**config.mk**
```make
export PLATFORM = sky130hd
export DESIGN_NAME = pulse_top
export DESIGN_NICKNAME = d
export VERILOG_FILES = /design/src/source/pulse_pkg.sv /design/src/source/pulse_top.sv /design/src/source/pulse_outputs.sv /design/src/source/pulse_sequencer.sv /design/src/source/pulse_timebase.sv /design/src/source/pulse_param_regs.sv
export SDC_FILE = /design/constraint.sdc
export NUM_CORES = 1
export LEC_CHECK = 0
export BUFFER_PORTS_ARGS = -buffer_cell sky130_fd_sc_hd__buf_4
export CORE_MARGIN = 2
export CORE_UTILIZATION = 35
export DETAILED_ROUTE_END_ITERATION = 7
export SETUP_SLACK_MARGIN = 0.3
export SYNTH_ARGS = -nofsm -noshare
export SYNTH_HDL_FRONTEND = slang
export SYNTH_HIERARCHICAL = 1
export SYNTH_SLANG_ARGS = --single-unit
```
**constraint.sdc**
```tcl
create_clock -name clk_pll -period 6.8 [get_ports clk_pll]
set_clock_uncertainty 0.1 [all_clocks]
set_input_delay 0.34 -clock clk_pll [delete_from_list [all_inputs] [get_ports clk_pll]]
set_output_delay 0.34 -clock clk_pll [all_outputs]
set_load 0.005 [all_outputs]
```
**src/source/pulse_pkg.sv**
```systemverilog
package pulse_pkg;

	// configuration write data width
	localparam int CFG_DATA_W = 32;

	// defaults for the top level parameters
	localparam int DEF_CNT_W = 32;
	localparam int DEF_TIME_W = 16;
	// small period unit keeps simulation short
	localparam int DEF_PERIOD_SHIFT = 8;

	// period register and pi pulse count widths
	localparam int PERIOD_W = 16;
	localparam int NPI_W = 8;

	// configuration register addresses
	typedef enum logic [3:0] {
		REG_PERIOD = 4'd0,
		REG_P1WIDTH = 4'd1,
		REG_DELAY = 4'd2,
		REG_P2WIDTH = 4'd3,
		REG_NPI = 4'd4,
		REG_BLOCK_DLY = 4'd5,
		REG_BLOCK_WIDTH = 4'd6,
		REG_NUT_WIDTH = 4'd7,
		REG_NUT_DELAY = 4'd8,
		REG_FLAGS = 4'd9,
		REG_APPLY = 4'd10
	} reg_addr_e;

	// sequence mode, follows from n_pi
	typedef enum logic [1:0] {
		MODE_CW = 2'd0,
		MODE_HAHN = 2'd1,
		MODE_CPMG = 2'd2
	} seq_mode_e;

	// pulsed sequence phases
	typedef enum logic [2:0] {
		S_IDLE = 3'd0,
		S_P1 = 3'd1,
		S_GAP = 3'd2,
		S_PI = 3'd3,
		S_HOLD = 3'd4,
		S_WINDOW = 3'd5,
		S_DONE = 3'd6
	} seq_state_e;

endpackage
```
**src/source/pulse_top.sv**
```systemverilog
`timescale 1ns/1ps

module pulse_top #(
	parameter int CNT_W = pulse_pkg::DEF_CNT_W,
	parameter int TIME_W = pulse_pkg::DEF_TIME_W,
	parameter int PERIOD_SHIFT = pulse_pkg::DEF_PERIOD_SHIFT
) (
	input logic clk_pll,
	input logic reset,
	input logic cfg_valid,
	input pulse_pkg::reg_addr_e cfg_addr,
	input logic [pulse_pkg::CFG_DATA_W-1:0] cfg_data,
	output logic cfg_ready,
	output logic sync_on,
	output logic pulse_on,
	output logic inhib
);
	import pulse_pkg::*;

	// active settings
	logic [PERIOD_W-1:0] period;
	logic [TIME_W-1:0] p1width, delay, p2width;
	logic [NPI_W-1:0] n_pi;
	logic [TIME_W-1:0] block_dly, block_width;
	logic [TIME_W-1:0] nut_width, nut_delay;
	logic pump, block_en;

	// timebase
	logic [CNT_W-1:0] count;
	logic frame_start;

	// sequencer to output stage
	logic seq_pulse, seq_sync, seq_window;
	seq_mode_e mode;

	pulse_param_regs #(
		.TIME_W(TIME_W)
	) u_regs (
		.clk_pll(clk_pll),
		.reset(reset),
		.cfg_valid(cfg_valid),
		.cfg_addr(cfg_addr),
		.cfg_data(cfg_data),
		.cfg_ready(cfg_ready),
		.frame_start(frame_start),
		.period(period),
		.p1width(p1width),
		.delay(delay),
		.p2width(p2width),
		.n_pi(n_pi),
		.block_dly(block_dly),
		.block_width(block_width),
		.nut_width(nut_width),
		.nut_delay(nut_delay),
		.pump(pump),
		.block_en(block_en)
	);

	pulse_timebase #(
		.CNT_W(CNT_W),
		.PERIOD_SHIFT(PERIOD_SHIFT)
	) u_timebase (
		.clk_pll(clk_pll),
		.reset(reset),
		.period(period),
		.count(count),
		.frame_start(frame_start)
	);

	pulse_sequencer #(
		.TIME_W(TIME_W)
	) u_seq (
		.clk_pll(clk_pll),
		.reset(reset),
		.frame_start(frame_start),
		.p1width(p1width),
		.delay(delay),
		.p2width(p2width),
		.n_pi(n_pi),
		.block_dly(block_dly),
		.block_width(block_width),
		.seq_pulse(seq_pulse),
		.seq_sync(seq_sync),
		.seq_window(seq_window),
		.mode(mode)
	);

	pulse_outputs #(
		.CNT_W(CNT_W),
		.TIME_W(TIME_W),
		.PERIOD_SHIFT(PERIOD_SHIFT)
	) u_out (
		.clk_pll(clk_pll),
		.reset(reset),
		.count(count),
		.period(period),
		.mode(mode),
		.seq_pulse(seq_pulse),
		.seq_sync(seq_sync),
		.seq_window(seq_window),
		.nut_width(nut_width),
		.nut_delay(nut_delay),
		.pump(pump),
		.block_en(block_en),
		.sync_on(sync_on),
		.pulse_on(pulse_on),
		.inhib(inhib)
	);

endmodule

```
**src/source/pulse_outputs.sv**
```systemverilog
`timescale 1ns/1ps

module pulse_outputs #(
	parameter int CNT_W = 32,
	parameter int TIME_W = 16,
	parameter int PERIOD_SHIFT = 8
) (
	input logic clk_pll,
	input logic reset,
	input logic [CNT_W-1:0] count,
	input logic [pulse_pkg::PERIOD_W-1:0] period,
	input pulse_pkg::seq_mode_e mode,
	input logic seq_pulse,
	input logic seq_sync,
	input logic seq_window,
	input logic [TIME_W-1:0] nut_width,
	input logic [TIME_W-1:0] nut_delay,
	input logic pump,
	input logic block_en,
	output logic sync_on,
	output logic pulse_on,
	output logic inhib
);
	import pulse_pkg::*;

	logic [CNT_W-1:0] frame_len;
	// count and settings delayed to line up with the sequencer
	logic [CNT_W-1:0] count_d;
	logic [CNT_W-1:0] nut_lo_q, nut_hi_q;
	logic nut_en_q;
	logic run_q, pump_q, block_q;
	// inside the first pulse of the frame
	logic p1_run, p1_now;
	logic nut_on;
	logic sync_c, pulse_c, inhib_c;

	assign frame_len = CNT_W'(period) << PERIOD_SHIFT;

	always_ff @(posedge clk_pll) begin
		count_d <= count;
		// nutation pulse ends nut_delay cycles before frame end
		nut_hi_q <= frame_len - CNT_W'(nut_delay);
		nut_lo_q <= frame_len - CNT_W'(nut_delay) - CNT_W'(nut_width);
	end

	always_ff @(posedge clk_pll) begin
		if (!reset) begin
			nut_en_q <= 1'b0;
			run_q <= 1'b0;
			pump_q <= 1'b0;
			block_q <= 1'b0;
			p1_run <= 1'b0;
		end else begin
			nut_en_q <= (nut_width != '0);
			// nothing leaves the pins while the timebase is parked
			run_q <= (period != '0);
			pump_q <= pump;
			block_q <= block_en;
			p1_run <= p1_now;
		end
	end

	// first pulse starts at count 0 and lasts until seq_pulse drops
	assign p1_now = seq_pulse && ((count_d == '0) || p1_run);
	assign nut_on = nut_en_q && (count_d >= nut_lo_q) && (count_d < nut_hi_q);

	always_comb begin
		if (!run_q) begin
			sync_c = 1'b0;
			pulse_c = 1'b0;
			inhib_c = 1'b0;
		end else if (mode == MODE_CW) begin
			// switch held open, receiver never blocked
			sync_c = seq_sync;
			pulse_c = 1'b1;
			inhib_c = 1'b0;
		end else begin
			sync_c = seq_sync;
			pulse_c = (seq_pulse && (!p1_now || pump_q)) || nut_on;
			inhib_c = block_q && !seq_window;
		end
	end

	// pins sit two cycles behind count
	always_ff @(posedge clk_pll) begin
		if (!reset) begin
			sync_on <= 1'b0;
			pulse_on <= 1'b0;
			inhib <= 1'b0;
		end else begin
			sync_on <= sync_c;
			pulse_on <= pulse_c;
			inhib <= inhib_c;
		end
	end

endmodule

```
**src/source/pulse_sequencer.sv**
```systemverilog
`timescale 1ns/1ps

module pulse_sequencer #(
	parameter int TIME_W = 16
) (
	input logic clk_pll,
	input logic reset,
	input logic frame_start,
	input logic [TIME_W-1:0] p1width,
	input logic [TIME_W-1:0] delay,
	input logic [TIME_W-1:0] p2width,
	input logic [pulse_pkg::NPI_W-1:0] n_pi,
	input logic [TIME_W-1:0] block_dly,
	input logic [TIME_W-1:0] block_width,
	output logic seq_pulse,
	output logic seq_sync,
	output logic seq_window,
	output pulse_pkg::seq_mode_e mode
);
	import pulse_pkg::*;

	seq_state_e state, state_n;
	// cycles left in the current phase after this one
	logic [TIME_W-1:0] cnt, cnt_n;
	// pi pulses started so far in this frame
	logic [NPI_W-1:0] pi_cnt, pi_n;
	seq_mode_e mode_c;
	// low time between a window closing and the next pi pulse
	logic [TIME_W-1:0] gap_rest;

	// hahn is a one pulse cpmg, both share the same phases
	assign mode_c = (n_pi == '0) ? MODE_CW :
		((n_pi == NPI_W'(1)) ? MODE_HAHN : MODE_CPMG);

	assign gap_rest = delay - block_dly - block_width;

	// state and cnt_n describe the phase of the current count
	always_comb begin
		state_n = state;
		cnt_n = cnt;
		pi_n = pi_cnt;
		if (frame_start) begin
			// restart the frame, first pulse covers count 0
			pi_n = '0;
			if (mode_c == MODE_CW) begin
				state_n = S_IDLE;
				cnt_n = '0;
			end else begin
				state_n = S_P1;
				cnt_n = p1width - 1'b1;
			end
		end else if (mode_c != MODE_CW) begin
			if (cnt != '0) begin
				cnt_n = cnt - 1'b1;
			end else begin
				// phase finished, reload for the next one
				case (state)
				S_P1: begin
					state_n = S_GAP;
					cnt_n = delay - 1'b1;
				end
				S_GAP: begin
					state_n = S_PI;
					cnt_n = p2width - 1'b1;
					pi_n = pi_cnt + 1'b1;
				end
				S_PI: begin
					// window may open right after the pulse
					if (block_dly != '0) begin
						state_n = S_HOLD;
						cnt_n = block_dly - 1'b1;
					end else begin
						state_n = S_WINDOW;
						cnt_n = block_width - 1'b1;
					end
				end
				S_HOLD: begin
					state_n = S_WINDOW;
					cnt_n = block_width - 1'b1;
				end
				S_WINDOW: begin
					if (pi_cnt == n_pi) begin
						state_n = S_DONE;
					end else if (gap_rest != '0) begin
						state_n = S_GAP;
						cnt_n = gap_rest - 1'b1;
					end else begin
						// window closes exactly at the next pi pulse
						state_n = S_PI;
						cnt_n = p2width - 1'b1;
						pi_n = pi_cnt + 1'b1;
					end
				end
				// idle and done wait for the next frame
				default: state_n = state;
				endcase
			end
		end
	end

	always_ff @(posedge clk_pll) begin
		if (!reset) begin
			state <= S_IDLE;
			cnt <= '0;
			pi_cnt <= '0;
			seq_pulse <= 1'b0;
			seq_sync <= 1'b0;
			seq_window <= 1'b0;
			mode <= MODE_CW;
		end else begin
			state <= state_n;
			cnt <= cnt_n;
			pi_cnt <= pi_n;
			// outputs trail count by one cycle
			seq_pulse <= (state_n == S_P1) || (state_n == S_PI);
			seq_window <= (state_n == S_WINDOW);
			// trigger drops at the first window, or after one cycle in cw
			seq_sync <= frame_start ||
				(seq_sync && (mode_c != MODE_CW) && (state_n != S_WINDOW));
			mode <= mode_c;
		end
	end

endmodule

```
**src/source/pulse_timebase.sv**
```systemverilog
`timescale 1ns/1ps

module pulse_timebase #(
	parameter int CNT_W = 32,
	parameter int PERIOD_SHIFT = 8
) (
	input logic clk_pll,
	input logic reset,
	input logic [pulse_pkg::PERIOD_W-1:0] period,
	output logic [CNT_W-1:0] count,
	output logic frame_start
);

	// frame length in cycles
	logic [CNT_W-1:0] frame_len;
	logic last_cycle;

	assign frame_len = CNT_W'(period) << PERIOD_SHIFT;

	// a zero period parks the counter at 0
	assign last_cycle = (frame_len == '0) || (count == frame_len - 1'b1);

	always_ff @(posedge clk_pll) begin
		if (!reset) begin
			count <= '0;
		end else if (last_cycle) begin
			count <= '0;
		end else begin
			count <= count + 1'b1;
		end
	end

	// stays high while parked, so a pending apply still commits
	assign frame_start = (count == '0);

endmodule

```
**src/source/pulse_param_regs.sv**
```systemverilog
`timescale 1ns/1ps

module pulse_param_regs #(
	parameter int TIME_W = 16
) (
	input logic clk_pll,
	input logic reset,
	input logic cfg_valid,
	input pulse_pkg::reg_addr_e cfg_addr,
	input logic [pulse_pkg::CFG_DATA_W-1:0] cfg_data,
	output logic cfg_ready,
	input logic frame_start,
	output logic [pulse_pkg::PERIOD_W-1:0] period,
	output logic [TIME_W-1:0] p1width,
	output logic [TIME_W-1:0] delay,
	output logic [TIME_W-1:0] p2width,
	output logic [pulse_pkg::NPI_W-1:0] n_pi,
	output logic [TIME_W-1:0] block_dly,
	output logic [TIME_W-1:0] block_width,
	output logic [TIME_W-1:0] nut_width,
	output logic [TIME_W-1:0] nut_delay,
	output logic pump,
	output logic block_en
);
	import pulse_pkg::*;

	// staging bank, written through the cfg port
	logic [PERIOD_W-1:0] stg_period;
	logic [TIME_W-1:0] stg_p1width, stg_delay, stg_p2width;
	logic [NPI_W-1:0] stg_n_pi;
	logic [TIME_W-1:0] stg_block_dly, stg_block_width;
	logic [TIME_W-1:0] stg_nut_width, stg_nut_delay;
	logic stg_pump, stg_block;

	// active bank, seen by the rest of the design
	logic [PERIOD_W-1:0] act_period;
	logic [TIME_W-1:0] act_p1width, act_delay, act_p2width;
	logic [NPI_W-1:0] act_n_pi;
	logic [TIME_W-1:0] act_block_dly, act_block_width;
	logic [TIME_W-1:0] act_nut_width, act_nut_delay;
	logic act_pump, act_block;

	logic apply_pending;
	logic wr_en;
	logic commit;

	// no writes accepted while an apply waits for the frame boundary
	assign cfg_ready = !apply_pending;
	assign wr_en = cfg_valid && cfg_ready;
	assign commit = frame_start && apply_pending;

	// staging decode
	always_ff @(posedge clk_pll) begin
		if (!reset) begin
			stg_period <= '0;
			stg_p1width <= '0;
			stg_delay <= '0;
			stg_p2width <= '0;
			stg_n_pi <= '0;
			stg_block_dly <= '0;
			stg_block_width <= '0;
			stg_nut_width <= '0;
			stg_nut_delay <= '0;
			stg_pump <= 1'b0;
			stg_block <= 1'b0;
		end else if (wr_en) begin
			case (cfg_addr)
			REG_PERIOD: stg_period <= cfg_data[PERIOD_W-1:0];
			REG_P1WIDTH: stg_p1width <= cfg_data[TIME_W-1:0];
			REG_DELAY: stg_delay <= cfg_data[TIME_W-1:0];
			REG_P2WIDTH: stg_p2width <= cfg_data[TIME_W-1:0];
			REG_NPI: stg_n_pi <= cfg_data[NPI_W-1:0];
			REG_BLOCK_DLY: stg_block_dly <= cfg_data[TIME_W-1:0];
			REG_BLOCK_WIDTH: stg_block_width <= cfg_data[TIME_W-1:0];
			REG_NUT_WIDTH: stg_nut_width <= cfg_data[TIME_W-1:0];
			REG_NUT_DELAY: stg_nut_delay <= cfg_data[TIME_W-1:0];
			REG_FLAGS: begin
				stg_pump <= cfg_data[0];
				stg_block <= cfg_data[1];
			end
			// REG_APPLY and unknown addresses leave the bank alone
			default: stg_period <= stg_period;
			endcase
		end
	end

	// one pending apply, cleared when the bank is copied
	always_ff @(posedge clk_pll) begin
		if (!reset) begin
			apply_pending <= 1'b0;
		end else if (commit) begin
			apply_pending <= 1'b0;
		end else if (wr_en && cfg_addr == REG_APPLY) begin
			apply_pending <= 1'b1;
		end
	end

	// copy the whole bank at the frame boundary
	always_ff @(posedge clk_pll) begin
		if (!reset) begin
			act_period <= '0;
			act_p1width <= '0;
			act_delay <= '0;
			act_p2width <= '0;
			act_n_pi <= '0;
			act_block_dly <= '0;
			act_block_width <= '0;
			act_nut_width <= '0;
			act_nut_delay <= '0;
			act_pump <= 1'b0;
			act_block <= 1'b0;
		end else if (commit) begin
			act_period <= stg_period;
			act_p1width <= stg_p1width;
			act_delay <= stg_delay;
			act_p2width <= stg_p2width;
			act_n_pi <= stg_n_pi;
			act_block_dly <= stg_block_dly;
			act_block_width <= stg_block_width;
			act_nut_width <= stg_nut_width;
			act_nut_delay <= stg_nut_delay;
			act_pump <= stg_pump;
			act_block <= stg_block;
		end
	end

	// new values already show in the frame_start cycle itself,
	// so the sequencer loads the first phase with them
	assign period = commit ? stg_period : act_period;
	assign p1width = commit ? stg_p1width : act_p1width;
	assign delay = commit ? stg_delay : act_delay;
	assign p2width = commit ? stg_p2width : act_p2width;
	assign n_pi = commit ? stg_n_pi : act_n_pi;
	assign block_dly = commit ? stg_block_dly : act_block_dly;
	assign block_width = commit ? stg_block_width : act_block_width;
	assign nut_width = commit ? stg_nut_width : act_nut_width;
	assign nut_delay = commit ? stg_nut_delay : act_nut_delay;
	assign pump = commit ? stg_pump : act_pump;
	assign block_en = commit ? stg_block : act_block;

endmodule

```
==> flow_summary.ini <==
[run_status]
status = finished, final reports clean

[floorplanning]
die-area_um2 = 70300
initial_core_util_pct = 35.4
rows = 95
fp.dieH_um = 265
core_um2 = 67400
ioPinCount = 43
fp.dieW_um = 265

[global_routing]
use_met2_pct = 32.0
grt_max_degree = 103
use_met1_pct = 24.8
grt-busiest-layer = met2
grt.met3_usage_pct = 1.81
grt-ovfl-total = 0
grt_pass1_vias = 18540
grt_pass1_wl_um = 105000
grtUsageTotal_pct = 18.8
antenna_found_initial = 0

[synthesis]
synth-seq-area-share_pct = 36.2
async_flop_share_pct = 0
yosysTopAreaCellShare_pct = 36.2
syn_area_per_cell_um2 = 9.14
synth_edf_count = 0
synth_area_leaders = dfxtp_1 36%, mux2_2 6.6%, mux2i_1 6.2%
synth-main-ff-cell = dfxtp_1
synth_fp_nets = 2784
ys_ff_latch = 432
synth.distinct_cells = 111
synth_area_um2 = 23900
netlist_instances = 2612
yosysWarnings = 6
synth_top_cell_by_area = dfxtp_1

[setup_path]
cp.buffers_inverters = 4
crit_family = simple AND/OR/NAND/NOR gates
start_kind = flop
arrival_ns = 6.63
crit_top_cell = inv_1
critical_path_class = reg -> reg
worst_path_largest_cell_delay_ns = 0.59
slowest_stage = fa_1
end_kind = flop
cp_max_fo = 14
required_ns = 7.20
crit_chain = inv_1 > ha_1 > nor4b_1 > nand4_1 > nor3_4 > nand2_4 > mux2_2 > inv_1 > fa_1 > inv_1 > ha_1 > or2_2 > fa_1 > a21o_1 > a311oi_2 > o21a_1 > o21ai_0 > a41o_1 > nor2_1 > a22oi_1 > buf_4 > or4_1 > a21oi_1

[cells_and_area]
syn2layout_area_growth_pct = 10.9
fin_nets = 2772
antenna_cells = 0
n_fill_cell = 6642
drive_above_1_share_pct = 12.5
regArea_um2 = 8650
multi_input_area_um2 = 14100

[pwr]
power_leakage_uw = 0.0115
vdd_drop_max_v = 0.000159
p_total_uw = 5620
power_density_nw_per_um2 = 212

[placement]
gp_congestion = 0.965
io_buffers = 26
hpwl_um = 49900

[drt]
routed_wl_um = 67400
route.detailed.drc = 0
antenna_left = 0
vias = 18735
dr.first_iter.drc_count = 1089
avgViaCountPerCell = 5.34
first_pass_iters = 5
wl_per_cell_um = 19.2

[timing]
slew_violations = 0
layout_min_cycle_time_ns = 6.23
setup_tns_ns = 0
grt_setup_unrepaired = true
maxSlewHeadroom_pct = 17.2
hold_viol_final = 0
timing.fmax_mhz = 161
worst_pin_slew_ns = 1.24
timing.final.crit_share_pct = 91.6
finalSetupViolCount = 0

[cts]
ctsHoldBuffers = 0
clock_sinks = 432
clk_latency_ns = 0.58
htreeDepth = 2
clk_pin_slew_ns = 0.06
cts_buffer_depth = 3
cts-root-buf = clkbuf_16
cts_tree = built
numCtsBuffers = 47

[job]
max_cap_viol_count = 0

[worst_hold_path]
hp-class = in -> reg
[cells in the final DEF, fill, tap and decap left out, types with 16 or more instances in the layout]
master     count
buf_4         44
nand2b_1      24
nor2_1       137
ha_1         116
xnor2_1      130
and3_1        20
mux2_2       139
nor3_1        53
mux2i_1      149
o21ai_0       83
a21o_1        39
nand2_1      253
xor2_1        61
nand3_1       65
clkbuf_16     48
a31oi_1       19
dfxtp_1      432
a211oi_1      21
fa_1          16
and2_1       152
a21oi_1       89
nor4_1        42
inv_1        144
or3_1         27
nor2b_1       20
nand4_1       39
[metal layers]
layer,part of all wire (%),vias up
met1,46,9107
met3,3.4,123
met4,3.2,0
met2,47,386
li1,-,9119
met5,0,-
[worst min-delay path: stages]
cell       delay, ns
buf_4           0.10
nor2b_1         0.08
a2bb2oi_1       0.16
nor2b_1         0.05
[stage by stage]
step | hold WS (ns) | std cells | cell area, um^2 | utilization (%) | setup WS (ns)
global placement | 0.288 | 3423 | 24800 | 36.7 | 0.424
detailed placement | 0.289 | 3423 | 24800 | 36.7 | 0.403
global route | 0.0953 | 3510 | 26500 | 39.3 | 0.244
CTS | 0.0475 | 3509 | 26400 | 39.2 | 0.368
finish | 0.0878 | 3510 | 26500 | 39.3 | 0.571
floorplan | 0.229 | 2612 | 23900 | - | 1.13
[flip-flops by register name, summed over array words and instances, names as in the netlist, 25 cells and up]
signal and count:
u_out/count_d 32, u_out/nut_hi_q 25, u_timebase/count 32, u_out/nut_lo_q 26
[final timing paths]
check,start,endpoint,slack [ns],depth (start not counted)
worst min register to register,u_timebase/count[4]$_SDFF_PP0_,u_out/count_d[4]$_DFF_P_,0.30,0
worst max register to register,u_timebase/count[0]$_SDFF_PP0_,u_seq/pi_cnt[5]$_SDFFE_PP0P_,0.57,23
worst max-delay path,u_timebase/count[0]$_SDFF_PP0_,u_seq/pi_cnt[5]$_SDFFE_PP0P_,0.57,23
worst min-delay path,cfg_addr[0],u_regs/apply_pending$_SDFFE_PP0P_,0.09,4
[power by group]
group          switching [uW]  internal, uW  total [uW]
logic                     198           110         308
clock network            1090          1650        2740
registers                13.6          2560        2570
[logic make-up after synthesis]
logic type	after synthesis	synth area share, %
buf+inv	254	4.85
flops	432	36.2
xor+xnor	195	7.32
compound gates	393	11.1
simple gates	916	20.2
mux	289	12.9
fa+ha+maj	133	7.47
[synth_stat cells, drive strengths merged (13+ instances only)]
| cell | number |
|---|---|
| nor4 | 46 |
| o211ai | 13 |
| nand3 | 65 |
| and2 | 154 |
| xnor2 | 133 |
| ha | 117 |
| a21o | 40 |
| fa | 16 |
| o21ai | 91 |
| nand4 | 39 |
| nor2 | 137 |
| nor3 | 57 |
| mux2 | 140 |
| or3 | 28 |
| a21oi | 92 |
| nand2 | 263 |
| dfxtp | 432 |
| and3 | 20 |
| mux2i | 149 |
| nand2b | 25 |
| a31oi | 20 |
| nor2b | 20 |
| or4 | 17 |
| clkbuf | 65 |
| a211oi | 23 |
| inv | 146 |
| buf | 43 |
| xor2 | 62 |
[cell type report]
| cell class | count | area share, % |
|---|---|---|
| Inverter | 146 | 2.07 |
| Clock inverter | 22 | 1.16 |
| Multi-Input combinational cell | 1926 | 53.4 |
| Clock buffer | 64 | 5.18 |
| Tap cell | 873 | 4.13 |
| Timing Repair Buffer | 47 | 1.42 |
| Sequential cell | 432 | 32.7 |
[timing repair]
item                                    in CTS  in global routing
gates resized for setup                      0                  8
setup buffers                                0                  1
endpoints found under the setup margin       0                 29
(Power assumes the default switching activity.)
